[src/core_params.svh]
`ifndef CORE_PARAMS_SVH
`define CORE_PARAMS_SVH

////////////////////////////////////////
// Link widths

// Host to FPGA
`define PC_IN_W 24
// FPGA to chip
`define BD_OUT_W 22
// Chip to FPGA
`define BD_IN_W 34
// FPGA to host
`define PC_OUT_W 40

////////////////////////////////////////
// Core sizes

`define TIME_W 32
`define CONF_W 16
`define NUM_REGS 8
`define NUM_GENS 4

////////////////////////////////////////
// Word codes

// Route field of a spike word, bits 21..19
`define SPIKE_ROUTE 3'd7
// Host word codes, bits 39..38
`define PC_CODE_BD 2'd0
`define PC_CODE_HB 2'd1

`endif

[src/corePkg.sv]
`default_nettype none

`include "core_params.svh"

package corePkg;

  ////////////////////////////////////////
  // Link words

  typedef logic [`PC_IN_W-1:0] pcWord_t;
  typedef logic [`BD_OUT_W-1:0] bdOutWord_t;
  typedef logic [`BD_IN_W-1:0] bdInWord_t;
  typedef logic [`PC_OUT_W-1:0] pcOutWord_t;

  // Elapsed time in units
  typedef logic [`TIME_W-1:0] timeVal_t;

  // Register file
  typedef logic [`CONF_W-1:0] confWord_t;
  typedef logic [$clog2(`NUM_REGS)-1:0] confAddr_t;

  // Spike generators
  typedef logic [7:0] spikeTag_t;
  typedef logic [$clog2(`NUM_GENS)-1:0] genIdx_t;

  ////////////////////////////////////////
  // Channels, ack runs separately

  typedef struct packed {
    logic    valid;
    pcWord_t data;
  } pcInChan_t;

  typedef struct packed {
    logic       valid;
    bdOutWord_t data;
  } bdOutChan_t;

  typedef struct packed {
    logic      valid;
    bdInWord_t data;
  } bdInChan_t;

  typedef struct packed {
    logic       valid;
    pcOutWord_t data;
  } pcOutChan_t;

  ////////////////////////////////////////
  // Decoded register file

  typedef struct packed {
    // Reg 0, clocks per unit, 0 stops time
    confWord_t                      timeUnitCycles;
    // Reg 1, units per heartbeat, 0 disables
    confWord_t                      heartbeatUnits;
    // Reg 2 bit 0
    logic                           stallDn;
    // Reg 3 low bits
    logic [`NUM_GENS-1:0]           genEnable;
    // Regs 4..7 low byte
    logic [`NUM_GENS-1:0][7:0]      genPeriod;
    // Regs 4..7 high byte
    spikeTag_t [`NUM_GENS-1:0]      genTag;
  } coreConf_t;

endpackage

`default_nettype wire

[src/pcParser.sv]
`timescale 1ns/1ps
`default_nettype none

`include "core_params.svh"

module pcParser
  import corePkg::*;
(
  input  logic       clk,
  input  logic       reset,
  input  pcInChan_t  pcIn,
  output logic       pcInAck,
  output bdOutChan_t parserBd,
  input  logic       parserBdAck,
  output coreConf_t  conf
);

  // Register file, all zero after reset
  confWord_t [`NUM_REGS-1:0] regs;

  // One-word chip output register
  logic       bdFull;
  bdOutWord_t bdWord;

  logic      isConf;
  logic      accept;
  confAddr_t wrAddr;

  ////////////////////////////////////////
  // Host word decode

  // Top bit selects config write
  assign isConf = pcIn.data[`PC_IN_W-1];
  assign wrAddr = confAddr_t'(pcIn.data[18:16]);

  // Config writes never stall
  // Chip words need room in the output register
  assign pcInAck = isConf | ~bdFull | parserBdAck;
  assign accept  = pcIn.valid & pcInAck;

  always_ff @(posedge clk) begin
    if (reset) begin
      regs   <= '0;
      bdFull <= 1'b0;
    end else begin
      if (accept && isConf)
        regs[wrAddr] <= pcIn.data[`CONF_W-1:0];
      // New word replaces an acked one in the same cycle
      if (accept && !isConf)
        bdFull <= 1'b1;
      else if (parserBdAck)
        bdFull <= 1'b0;
    end
  end

  // Chip word payload
  always_ff @(posedge clk) begin
    if (accept && !isConf)
      bdWord <= pcIn.data[`BD_OUT_W-1:0];
  end

  always_comb begin
    parserBd.valid = bdFull;
    parserBd.data  = bdWord;
  end

  ////////////////////////////////////////
  // Register map

  always_comb begin
    conf.timeUnitCycles = regs[0];
    conf.heartbeatUnits = regs[1];
    conf.stallDn        = regs[2][0];
    conf.genEnable      = regs[3][`NUM_GENS-1:0];
    // One register per generator from 4 up
    for (int g = 0; g < `NUM_GENS; g++) begin
      conf.genPeriod[g] = regs[4+g][7:0];
      conf.genTag[g]    = regs[4+g][15:8];
    end
  end

endmodule

`default_nettype wire

[src/timeMgr.sv]
`timescale 1ns/1ps
`default_nettype none

module timeMgr
  import corePkg::*;
(
  input  logic      clk,
  input  logic      reset,
  input  coreConf_t conf,
  output logic      unitPulse,
  output logic      hbPulse,
  output timeVal_t  timeElapsed
);

  // Clock counter within one unit
  confWord_t unitCnt;
  // Last seen reg 0, a change restarts the unit
  confWord_t unitPrev;
  // Units since last heartbeat
  confWord_t hbCnt;

  logic unitRestart;

  ////////////////////////////////////////
  // Pulses

  assign unitRestart = conf.timeUnitCycles != unitPrev;

  // Last clock of a unit
  assign unitPulse = (conf.timeUnitCycles != '0) && !unitRestart &&
                     (unitCnt == conf.timeUnitCycles - 1'b1);

  // Every H-th unit, also catches a shrunk H
  assign hbPulse = unitPulse && (conf.heartbeatUnits != '0) &&
                   (hbCnt >= conf.heartbeatUnits - 1'b1);

  ////////////////////////////////////////
  // Counters

  always_ff @(posedge clk) begin
    if (reset) begin
      unitCnt     <= '0;
      unitPrev    <= '0;
      hbCnt       <= '0;
      timeElapsed <= '0;
    end else begin
      unitPrev <= conf.timeUnitCycles;
      if (unitRestart || unitPulse)
        unitCnt <= '0;
      else if (conf.timeUnitCycles != '0)
        unitCnt <= unitCnt + 1'b1;
      if (unitPulse)
        timeElapsed <= timeElapsed + 1'b1;
      // Held at zero while heartbeats are off
      if (conf.heartbeatUnits == '0)
        hbCnt <= '0;
      else if (hbPulse)
        hbCnt <= '0;
      else if (unitPulse)
        hbCnt <= hbCnt + 1'b1;
    end
  end

endmodule

`default_nettype wire

[src/spikeGenArray.sv]
`timescale 1ns/1ps
`default_nettype none

`include "core_params.svh"

module spikeGenArray
  import corePkg::*;
(
  input  logic       clk,
  input  logic       reset,
  input  coreConf_t  conf,
  input  logic       unitPulse,
  output bdOutChan_t spikeBd,
  input  logic       spikeBdAck
);

  // Units counted per generator
  logic [`NUM_GENS-1:0][7:0] genCnt;
  // Spike waiting for the output
  logic [`NUM_GENS-1:0]      pending;
  // Period reached this cycle
  logic [`NUM_GENS-1:0]      fire;

  genIdx_t winIdx;
  logic    spikeTaken;

  ////////////////////////////////////////
  // Period match

  always_comb begin
    for (int g = 0; g < `NUM_GENS; g++) begin
      // Zero period never fires
      fire[g] = conf.genEnable[g] && unitPulse &&
                (conf.genPeriod[g] != 8'd0) &&
                (genCnt[g] + 8'd1 == conf.genPeriod[g]);
    end
  end

  ////////////////////////////////////////
  // Lowest-index arbitration

  always_comb begin
    winIdx = '0;
    // Scan down so index 0 wins last
    for (int g = `NUM_GENS - 1; g >= 0; g--) begin
      if (pending[g])
        winIdx = genIdx_t'(g);
    end
  end

  assign spikeTaken = spikeBd.valid & spikeBdAck;

  // Route, zero field, index, tag
  always_comb begin
    spikeBd.valid = |pending;
    spikeBd.data  = {`SPIKE_ROUTE, 9'd0, winIdx, conf.genTag[winIdx]};
  end

  ////////////////////////////////////////
  // Counters and pending flags

  always_ff @(posedge clk) begin
    if (reset) begin
      genCnt  <= '0;
      pending <= '0;
    end else begin
      for (int g = 0; g < `NUM_GENS; g++) begin
        if (spikeTaken && (winIdx == genIdx_t'(g)))
          pending[g] <= 1'b0;
        // Disabled generator restarts from zero
        if (!conf.genEnable[g]) begin
          genCnt[g] <= 8'd0;
        end else if (fire[g]) begin
          genCnt[g]  <= 8'd0;
          // Overrides the clear, a second firing merges
          pending[g] <= 1'b1;
        end else if (unitPulse) begin
          genCnt[g] <= genCnt[g] + 8'd1;
        end
      end
    end
  end

endmodule

`default_nettype wire

[src/bdOutMerge.sv]
`timescale 1ns/1ps
`default_nettype none

module bdOutMerge
  import corePkg::*;
(
  input  bdOutChan_t parserBd,
  output logic       parserBdAck,
  input  bdOutChan_t spikeBd,
  output logic       spikeBdAck,
  input  coreConf_t  conf,
  output bdOutChan_t bdOut,
  input  logic       bdOutAck
);

  logic stall;
  logic pickParser;
  // Output ack seen by the sources
  logic passAck;

  ////////////////////////////////////////
  // Source select

  assign stall = conf.stallDn;

  // Host words have fixed priority
  assign pickParser = parserBd.valid;

  always_comb begin
    // Stall hides both sources from the chip
    bdOut.valid = (parserBd.valid | spikeBd.valid) & ~stall;
    bdOut.data  = pickParser ? parserBd.data : spikeBd.data;
  end

  ////////////////////////////////////////
  // Ack steering

  // Nothing moves while stalled
  assign passAck = bdOutAck & ~stall;

  // Only the chosen source sees the ack
  assign parserBdAck = passAck & pickParser;
  assign spikeBdAck  = passAck & ~pickParser & spikeBd.valid;

endmodule

`default_nettype wire

[src/pcPacker.sv]
`timescale 1ns/1ps
`default_nettype none

`include "core_params.svh"

module pcPacker
  import corePkg::*;
(
  input  logic       clk,
  input  logic       reset,
  input  bdInChan_t  bdIn,
  output logic       bdInAck,
  input  logic       hbPulse,
  input  timeVal_t   timeElapsed,
  output pcOutChan_t pcOut,
  input  logic       pcOutAck
);

  // What the output register holds
  typedef enum logic [1:0] {
    empty,
    holdBd,
    holdHb
  } packState_t;

  packState_t state;

  // Heartbeat request and its time
  logic       hbPending;
  timeVal_t   hbTime;
  pcOutWord_t outWord;

  logic loadOk;
  logic takeHb;
  logic takeBd;

  ////////////////////////////////////////
  // Load control

  // Register free or leaving this edge
  assign loadOk = (state == empty) | pcOutAck;

  // Heartbeat beats a chip word
  assign takeHb  = loadOk & hbPending;
  assign takeBd  = loadOk & ~hbPending & bdIn.valid;
  assign bdInAck = loadOk & ~hbPending;

  always_ff @(posedge clk) begin
    if (reset) begin
      state     <= empty;
      hbPending <= 1'b0;
    end else begin
      if (loadOk) begin
        if (takeHb)
          state <= holdHb;
        else if (takeBd)
          state <= holdBd;
        else
          state <= empty;
      end
      // New pulse merges into a pending one
      if (hbPulse)
        hbPending <= 1'b1;
      else if (takeHb)
        hbPending <= 1'b0;
    end
  end

  ////////////////////////////////////////
  // Payload and formatting

  always_ff @(posedge clk) begin
    // Latest pulse time wins
    if (hbPulse)
      hbTime <= timeElapsed;
    // Code on top, data zero padded below
    if (takeHb) begin
      outWord                    <= pcOutWord_t'(hbTime);
      outWord[`PC_OUT_W-1 -: 2]  <= `PC_CODE_HB;
    end else if (takeBd) begin
      outWord                    <= pcOutWord_t'(bdIn.data);
      outWord[`PC_OUT_W-1 -: 2]  <= `PC_CODE_BD;
    end
  end

  always_comb begin
    pcOut.valid = (state == holdBd) || (state == holdHb);
    pcOut.data  = outWord;
  end

endmodule

`default_nettype wire

[src/core.sv]
`timescale 1ns/1ps
`default_nettype none

module core
  import corePkg::*;
(
  input  logic       clk,
  input  logic       reset,
  // Host side
  input  pcInChan_t  pcIn,
  output logic       pcInAck,
  output pcOutChan_t pcOut,
  input  logic       pcOutAck,
  // Chip side
  output bdOutChan_t bdOut,
  input  logic       bdOutAck,
  input  bdInChan_t  bdIn,
  output logic       bdInAck
);

  ////////////////////////////////////////
  // Internal nets

  coreConf_t  conf;
  bdOutChan_t parserBd;
  logic       parserBdAck;
  bdOutChan_t spikeBd;
  logic       spikeBdAck;
  logic       unitPulse;
  logic       hbPulse;
  timeVal_t   timeElapsed;

  ////////////////////////////////////////
  // Config and time

  pcParser i_pcParser (
    .clk         (clk),
    .reset       (reset),
    .pcIn        (pcIn),
    .pcInAck     (pcInAck),
    .parserBd    (parserBd),
    .parserBdAck (parserBdAck),
    .conf        (conf)
  );

  timeMgr i_timeMgr (
    .clk         (clk),
    .reset       (reset),
    .conf        (conf),
    .unitPulse   (unitPulse),
    .hbPulse     (hbPulse),
    .timeElapsed (timeElapsed)
  );

  ////////////////////////////////////////
  // Host to chip

  spikeGenArray i_spikeGenArray (
    .clk        (clk),
    .reset      (reset),
    .conf       (conf),
    .unitPulse  (unitPulse),
    .spikeBd    (spikeBd),
    .spikeBdAck (spikeBdAck)
  );

  bdOutMerge i_bdOutMerge (
    .parserBd    (parserBd),
    .parserBdAck (parserBdAck),
    .spikeBd     (spikeBd),
    .spikeBdAck  (spikeBdAck),
    .conf        (conf),
    .bdOut       (bdOut),
    .bdOutAck    (bdOutAck)
  );

  ////////////////////////////////////////
  // Chip to host

  pcPacker i_pcPacker (
    .clk         (clk),
    .reset       (reset),
    .bdIn        (bdIn),
    .bdInAck     (bdInAck),
    .hbPulse     (hbPulse),
    .timeElapsed (timeElapsed),
    .pcOut       (pcOut),
    .pcOutAck    (pcOutAck)
  );

endmodule

`default_nettype wire

[config.mk]
export PLATFORM = sky130hd
export DESIGN_NAME = core
export DESIGN_NICKNAME = d
export VERILOG_FILES = /design/src/corePkg.sv /design/src/pcParser.sv /design/src/timeMgr.sv /design/src/spikeGenArray.sv /design/src/bdOutMerge.sv /design/src/pcPacker.sv /design/src/core.sv
export VERILOG_INCLUDE_DIRS = /design/src
export SDC_FILE = /design/constraint.sdc
export NUM_CORES = 1
export LEC_CHECK = 0
export BUFFER_PORTS_ARGS = -buffer_cell sky130_fd_sc_hd__clkbuf_2
export CAP_MARGIN = 10
export CORE_MARGIN = 8
export CORE_UTILIZATION = 45
export CTS_BUF_LIST = sky130_fd_sc_hd__clkbuf_16
export DETAILED_ROUTE_END_ITERATION = 10
export GPL_TIMING_DRIVEN = 0
export PLACE_DENSITY = 0.67
export SYNTH_ARGS = -nofsm -noshare
export SYNTH_HDL_FRONTEND = slang
export SYNTH_SLANG_ARGS = --single-unit
[constraint.sdc]
create_clock -name clk -period 7.1 [get_ports clk]
set_clock_uncertainty 0.15 [all_clocks]
set_input_delay 0 -clock clk [delete_from_list [all_inputs] [get_ports clk]]
set_output_delay 0 -clock clk [all_outputs]
set_load 0.02 [all_outputs]
==> out/results.env <==
INTERNAL-POWER_mW=2.98
POST_CTS.REPAIR.SETUP_BUFFERS=0
INITIAL_CORE_UTIL_PCT=45.1
POWER.STATIC_LEAKAGE_nW=6.56
SYNTH-EDFF-COUNT=86
PWR-SHARE-COMB_PCT=7.0
ROUTED_VIA_DENSITY=5.35
DP_HPWL_MM=27.0
FINAL-HOLD-VIOLATION-COUNT=0
SEQPWRFRAC_PCT=48.1
CLKTRANSATPATHREGS_NS=0.06
POST-LAYOUT-TOTAL-POWER_mW=3.86
DETAILROUTE.VIA_COUNT=12200
DIODES=0
PLACEMENTROWS=66
PLACEDINSTANCEAREA_SQ_UM=15700
AREA_GROWTH_PCT=20.6
ROOT_BUFFER='sky130_fd_sc_hd__clkbuf_16'
DOMINANTREGCELLSYNTH='sky130_fd_sc_hd__dfxtp_1'
GPL.FINAL_WEIGHTED_CONGESTION=0.903
IR_DROP_uV=227
POWER.SHARE.SWITCHING_PCT=22.9
NETLIST.TOP_CELL.BY_AREA='sky130_fd_sc_hd__dfxtp_1'
ANTENNA_FOUND_INITIAL=0
WORST_HOLD_PATH_TYPE='in2reg'
DIE_X_UM=196
RSZ0062_AT_GRT='false'
SYNTH-WARNING-COUNT=0
POST_DRT_WL_PER_CELL_UM=16.8
FIN_CRIT_SH_PCT=62.8
CP-START-KIND='register'
WORST_EP_REQUIRED_TIME_NS=7.14
IO_BUFFER_COUNT=123
YS_ASYNC_SR_FRACTION_PCT=0
SYN_INST=1601
LAYOUT_MIN_CYCLE_TIME_NS=4.46
FINAL_STAGE_NET_COUNT=1929
FIN_TNS_SETUP_NS=0
SHARE_OF_YOSYS_CELL_AREA_CLAIMED_BY_THE_TOP_AREA_CELL_TYPE_PCT=30.8
POSTROUTEWIRELENGTH_MM=38.1
FINAL_CELLS=2270
GLOBAL_ROUTE_WIRE_LENGTH_BEFORE_REPAIR_MM=61.5
SYNTH.YOSYS.SEQ_AREA_SHARE_PCT=48.6
PLACEABLECOREAREA_SQ_UM=32200
CLOCK_NETWORK_POWER_SHARE_PCT=44.9
FP.DIEAREA_SQ_UM=38300
MAX_CAP_VIOLATIONS=0
POWER-PER-CELL-AREA_nW_PER_UM2=220
MAXCLOCKFREQUENCY_MHz=224
DRTANTENNAVIOLNETS=0
SYNTH.TOP_CELLS.BY_COUNT='sky130_fd_sc_hd__nand2_1, sky130_fd_sc_hd__dfxtp_1, sky130_fd_sc_hd__a21oi_1, sky130_fd_sc_hd__nor2_1, sky130_fd_sc_hd__edfxtp_1'
PLACE_WORST_SETUP_SLACK_NS=2.63
CTS.SINK_COUNT=310
MAXSLEWHEADROOM_PCT=16.1
SYN-CELL-AREA_SQ_UM=14500
SYNTH-SEQ-CELLS=310
WORST_SKEW_PAIR.LATE_LATENCY_NS=0.52
HTREEDEPTH=2
CTS_MADE_BUFFERS=34
TRITONCTS_CLOCK_TREE='yes'
IOPINCOUNT=130
NETLIST_TOP_CELLS_AREA='sky130_fd_sc_hd__dfxtp_1, sky130_fd_sc_hd__edfxtp_1, sky130_fd_sc_hd__nand2_1'
CRIT_FANOUT=14
POST_SYNTH.CELL_AREA_AVG_SQ_UM=9.08
TIMING.FINAL.SETUP_VIOLATIONS=0
POST-ROUTE-WORST-SETUP-SLACK_NS=2.64
ROUTE.DETAILED.DRC=0
STDCELL_AREA_SQ_UM=17500
AGGREGATE_GLOBAL_ROUTING_OVERFLOW=0
FIRST_GLOBAL_VIAS=11600
FIRST_PASS_ITERS=7
LARGEST_NET_DEGREE_AT_THE_START_OF_GLOBAL_ROUTING=33
DR.FIRST_ITER.DRC_COUNT=810
GR-USAGE-ALL-LAYERS_PCT=19.4
CRITICAL_PATH.ENDPOINT_TYPE='register'
P_SW_mW=0.885
SYNTH_CELL_TYPE_COUNT=58
PLACED_CELLS_INCL_TAPS=2139
WORST-ENDPOINT-ARRIVAL_NS=4.50
OUTCOME='finished, final reports clean'
WORST-SLEW-PIN-TRANSITION_NS=1.26
CLOCK_TREE.BUFFER_DEPTH=3
FINALMAXSLEWVIOLATIONS=0
DIE-HEIGHT_UM=196
SYNTHMOSTINSTANTIATEDCELL='sky130_fd_sc_hd__nand2_1'
WORSTSETUPPATHTYPE='reg2reg'
FINAL_LAYOUT_SIZE_SUFFIX_GT1_SHARE_PCT=14.0
-- path summary, 6_finish.rpt --
| kind | start | to | slack (ns) | cells past startpoint |
|---|---|---|---|---|
| max | i_pcParser.conf[71] | i_pcPacker.hbTime[30] | 2.64 | 15 |
| min | pcIn[21] | i_pcParser.bdWord[21] | 0.07 | 2 |
| max reg2reg | i_pcParser.conf[71] | i_pcPacker.hbTime[30] | 2.64 | 15 |
| min reg2reg | i_timeMgr.timeElapsed[31] | i_pcPacker.hbTime[31] | 0.31 | 0 |
-- registers in the layout (all words and copies together), names as in the netlist --
| register | cells |
|---|---|
| i_pcPacker.hbTime | 32 |
| i_timeMgr.hbCnt | 16 |
| i_timeMgr.unitCnt | 16 |
| i_timeMgr.unitPrev | 16 |
| i_spikeGenArray.pending | 4 |
| i_pcPacker.state | 2 |
| i_pcParser.bdWord | 22 |
| i_pcPacker.hbPending | 1 |
| i_spikeGenArray.genCnt | 32 |
| i_pcParser.bdFull | 1 |
| i_pcPacker.outWord | 35 |
| i_pcParser.conf | 101 |
| i_timeMgr.timeElapsed | 32 |
-- routing by layer --
metal / track usage (%) / up-vias / part of all wire [%] / wire length (um)
met5: 0 / - / 0 / 0
met4: 4.94 / 0 / 2.2 / 820
met3: 3.20 / 58 / 6.9 / 2620
met2: 32.3 / 410 / 45 / 17300
met1: 26.0 / 5667 / 46 / 17400
li1: - / 6018 / - / -
-- critical path, stage by stage (launching register included) --
cell and delay (ns):
sky130_fd_sc_hd__dfxtp_1 0.34, sky130_fd_sc_hd__nor2_1 0.15, sky130_fd_sc_hd__nand3_1 0.11, sky130_fd_sc_hd__or3_1 0.36
sky130_fd_sc_hd__nor4_1 0.54, sky130_fd_sc_hd__nand2_1 0.15, sky130_fd_sc_hd__xor2_1 0.18, sky130_fd_sc_hd__ha_1 0.29
sky130_fd_sc_hd__inv_1 0.04, sky130_fd_sc_hd__o22ai_1 0.15, sky130_fd_sc_hd__a2111oi_0 0.07, sky130_fd_sc_hd__o31ai_1 0.55
sky130_fd_sc_hd__inv_1 0.17, sky130_fd_sc_hd__nor3_2 0.46, sky130_fd_sc_hd__buf_6 0.25, sky130_fd_sc_hd__buf_6 0.19
-- cell families (layout without fill, tap and decap cells) --
| logic type | Yosys count | in the layout | share of synthesized area (%) |
|---|---|---|---|
| and+or+nand+nor | 696 | 696 | 23.1 |
| other | 1 | 5 | 0.0258 |
| buffers and inverters | 103 | 360 | 3.04 |
| DFF | 310 | 310 | 48.6 |
| adders and majority gates | 27 | 27 | 2.32 |
| AOI/OAI and AO/OA | 267 | 267 | 10.1 |
| muxes | 59 | 59 | 4.48 |
| xor gates and xnor gates | 138 | 138 | 8.31 |
-- power by group through the flow --
| stage | registers, mW | clock network (mW) | logic (mW) |
|---|---|---|---|
| 6_report | 1.86 | 1.74 | 0.270 |
| 5_1_grt | 1.86 | 1.83 | 0.294 |
| 4_1_cts | 1.86 | 1.77 | 0.268 |
| 3_5_place_dp | 1.90 | 0 | 0.235 |
| 3_3_place_gp | 1.89 | 0 | 0.229 |
| 2_1_floorplan | 1.91 | 0 | 0.128 |
-- cell type report --
type	instances	area, sq um
fill	2893	14700
tap	408	510
clock inverter	26	253
inverter	20	75.1
sequential	310	7070
buffer	83	367
timing repair buffer	197	1350
multi-input combinational	1192	7060
clock buffer	34	851
-- placed cells by master (no fill, tap or decap), types with 6 or more instances in the layout --
cell type	n
sky130_fd_sc_hd__mux2_2	48
sky130_fd_sc_hd__nor2b_1	32
sky130_fd_sc_hd__clkbuf_1	62
sky130_fd_sc_hd__nor4_1	28
sky130_fd_sc_hd__buf_6	6
sky130_fd_sc_hd__and3_1	34
sky130_fd_sc_hd__or2_2	6
sky130_fd_sc_hd__a31oi_1	8
sky130_fd_sc_hd__and2_1	13
sky130_fd_sc_hd__buf_1	7
sky130_fd_sc_hd__nand2_1	261
sky130_fd_sc_hd__ha_1	27
sky130_fd_sc_hd__inv_1	25
sky130_fd_sc_hd__edfxtp_1	86
sky130_fd_sc_hd__a22oi_1	7
sky130_fd_sc_hd__nor2_1	138
sky130_fd_sc_hd__or3_1	12
sky130_fd_sc_hd__nor3_1	32
sky130_fd_sc_hd__dfxtp_1	224
sky130_fd_sc_hd__clkbuf_2	124
sky130_fd_sc_hd__xor2_1	58
sky130_fd_sc_hd__mux2i_1	11
sky130_fd_sc_hd__a21oi_1	168
sky130_fd_sc_hd__nand3b_1	25
sky130_fd_sc_hd__nor3b_1	11
sky130_fd_sc_hd__xnor2_1	80
sky130_fd_sc_hd__o21ai_0	49
sky130_fd_sc_hd__nand4_1	24
sky130_fd_sc_hd__dlygate4sd3_1	69
sky130_fd_sc_hd__clkbuf_16	34
sky130_fd_sc_hd__buf_2	6
sky130_fd_sc_hd__nand3_1	38
sky130_fd_sc_hd__nand2b_1	22
-- through the flow --
| stage | utilization [%] | hold slack [ns] |
|---|---|---|
| after detailed placement | 48.9 | 0.0289 |
| after global routing | 54.5 | 0.0652 |
| after CTS | 54.4 | 0.0356 |
| final | 54.5 | 0.0721 |
| after floorplan | - | -0.0511 |
| after global placement | 48.7 | 0.0290 |
-- timing repair --
item	CTS	global route
hold buffers	69	0
gates resized for setup	0	0
hold endpoints to repair	192	0
setup endpoints to repair	0	0
Note: power is estimated with default switching activity, not from simulation.
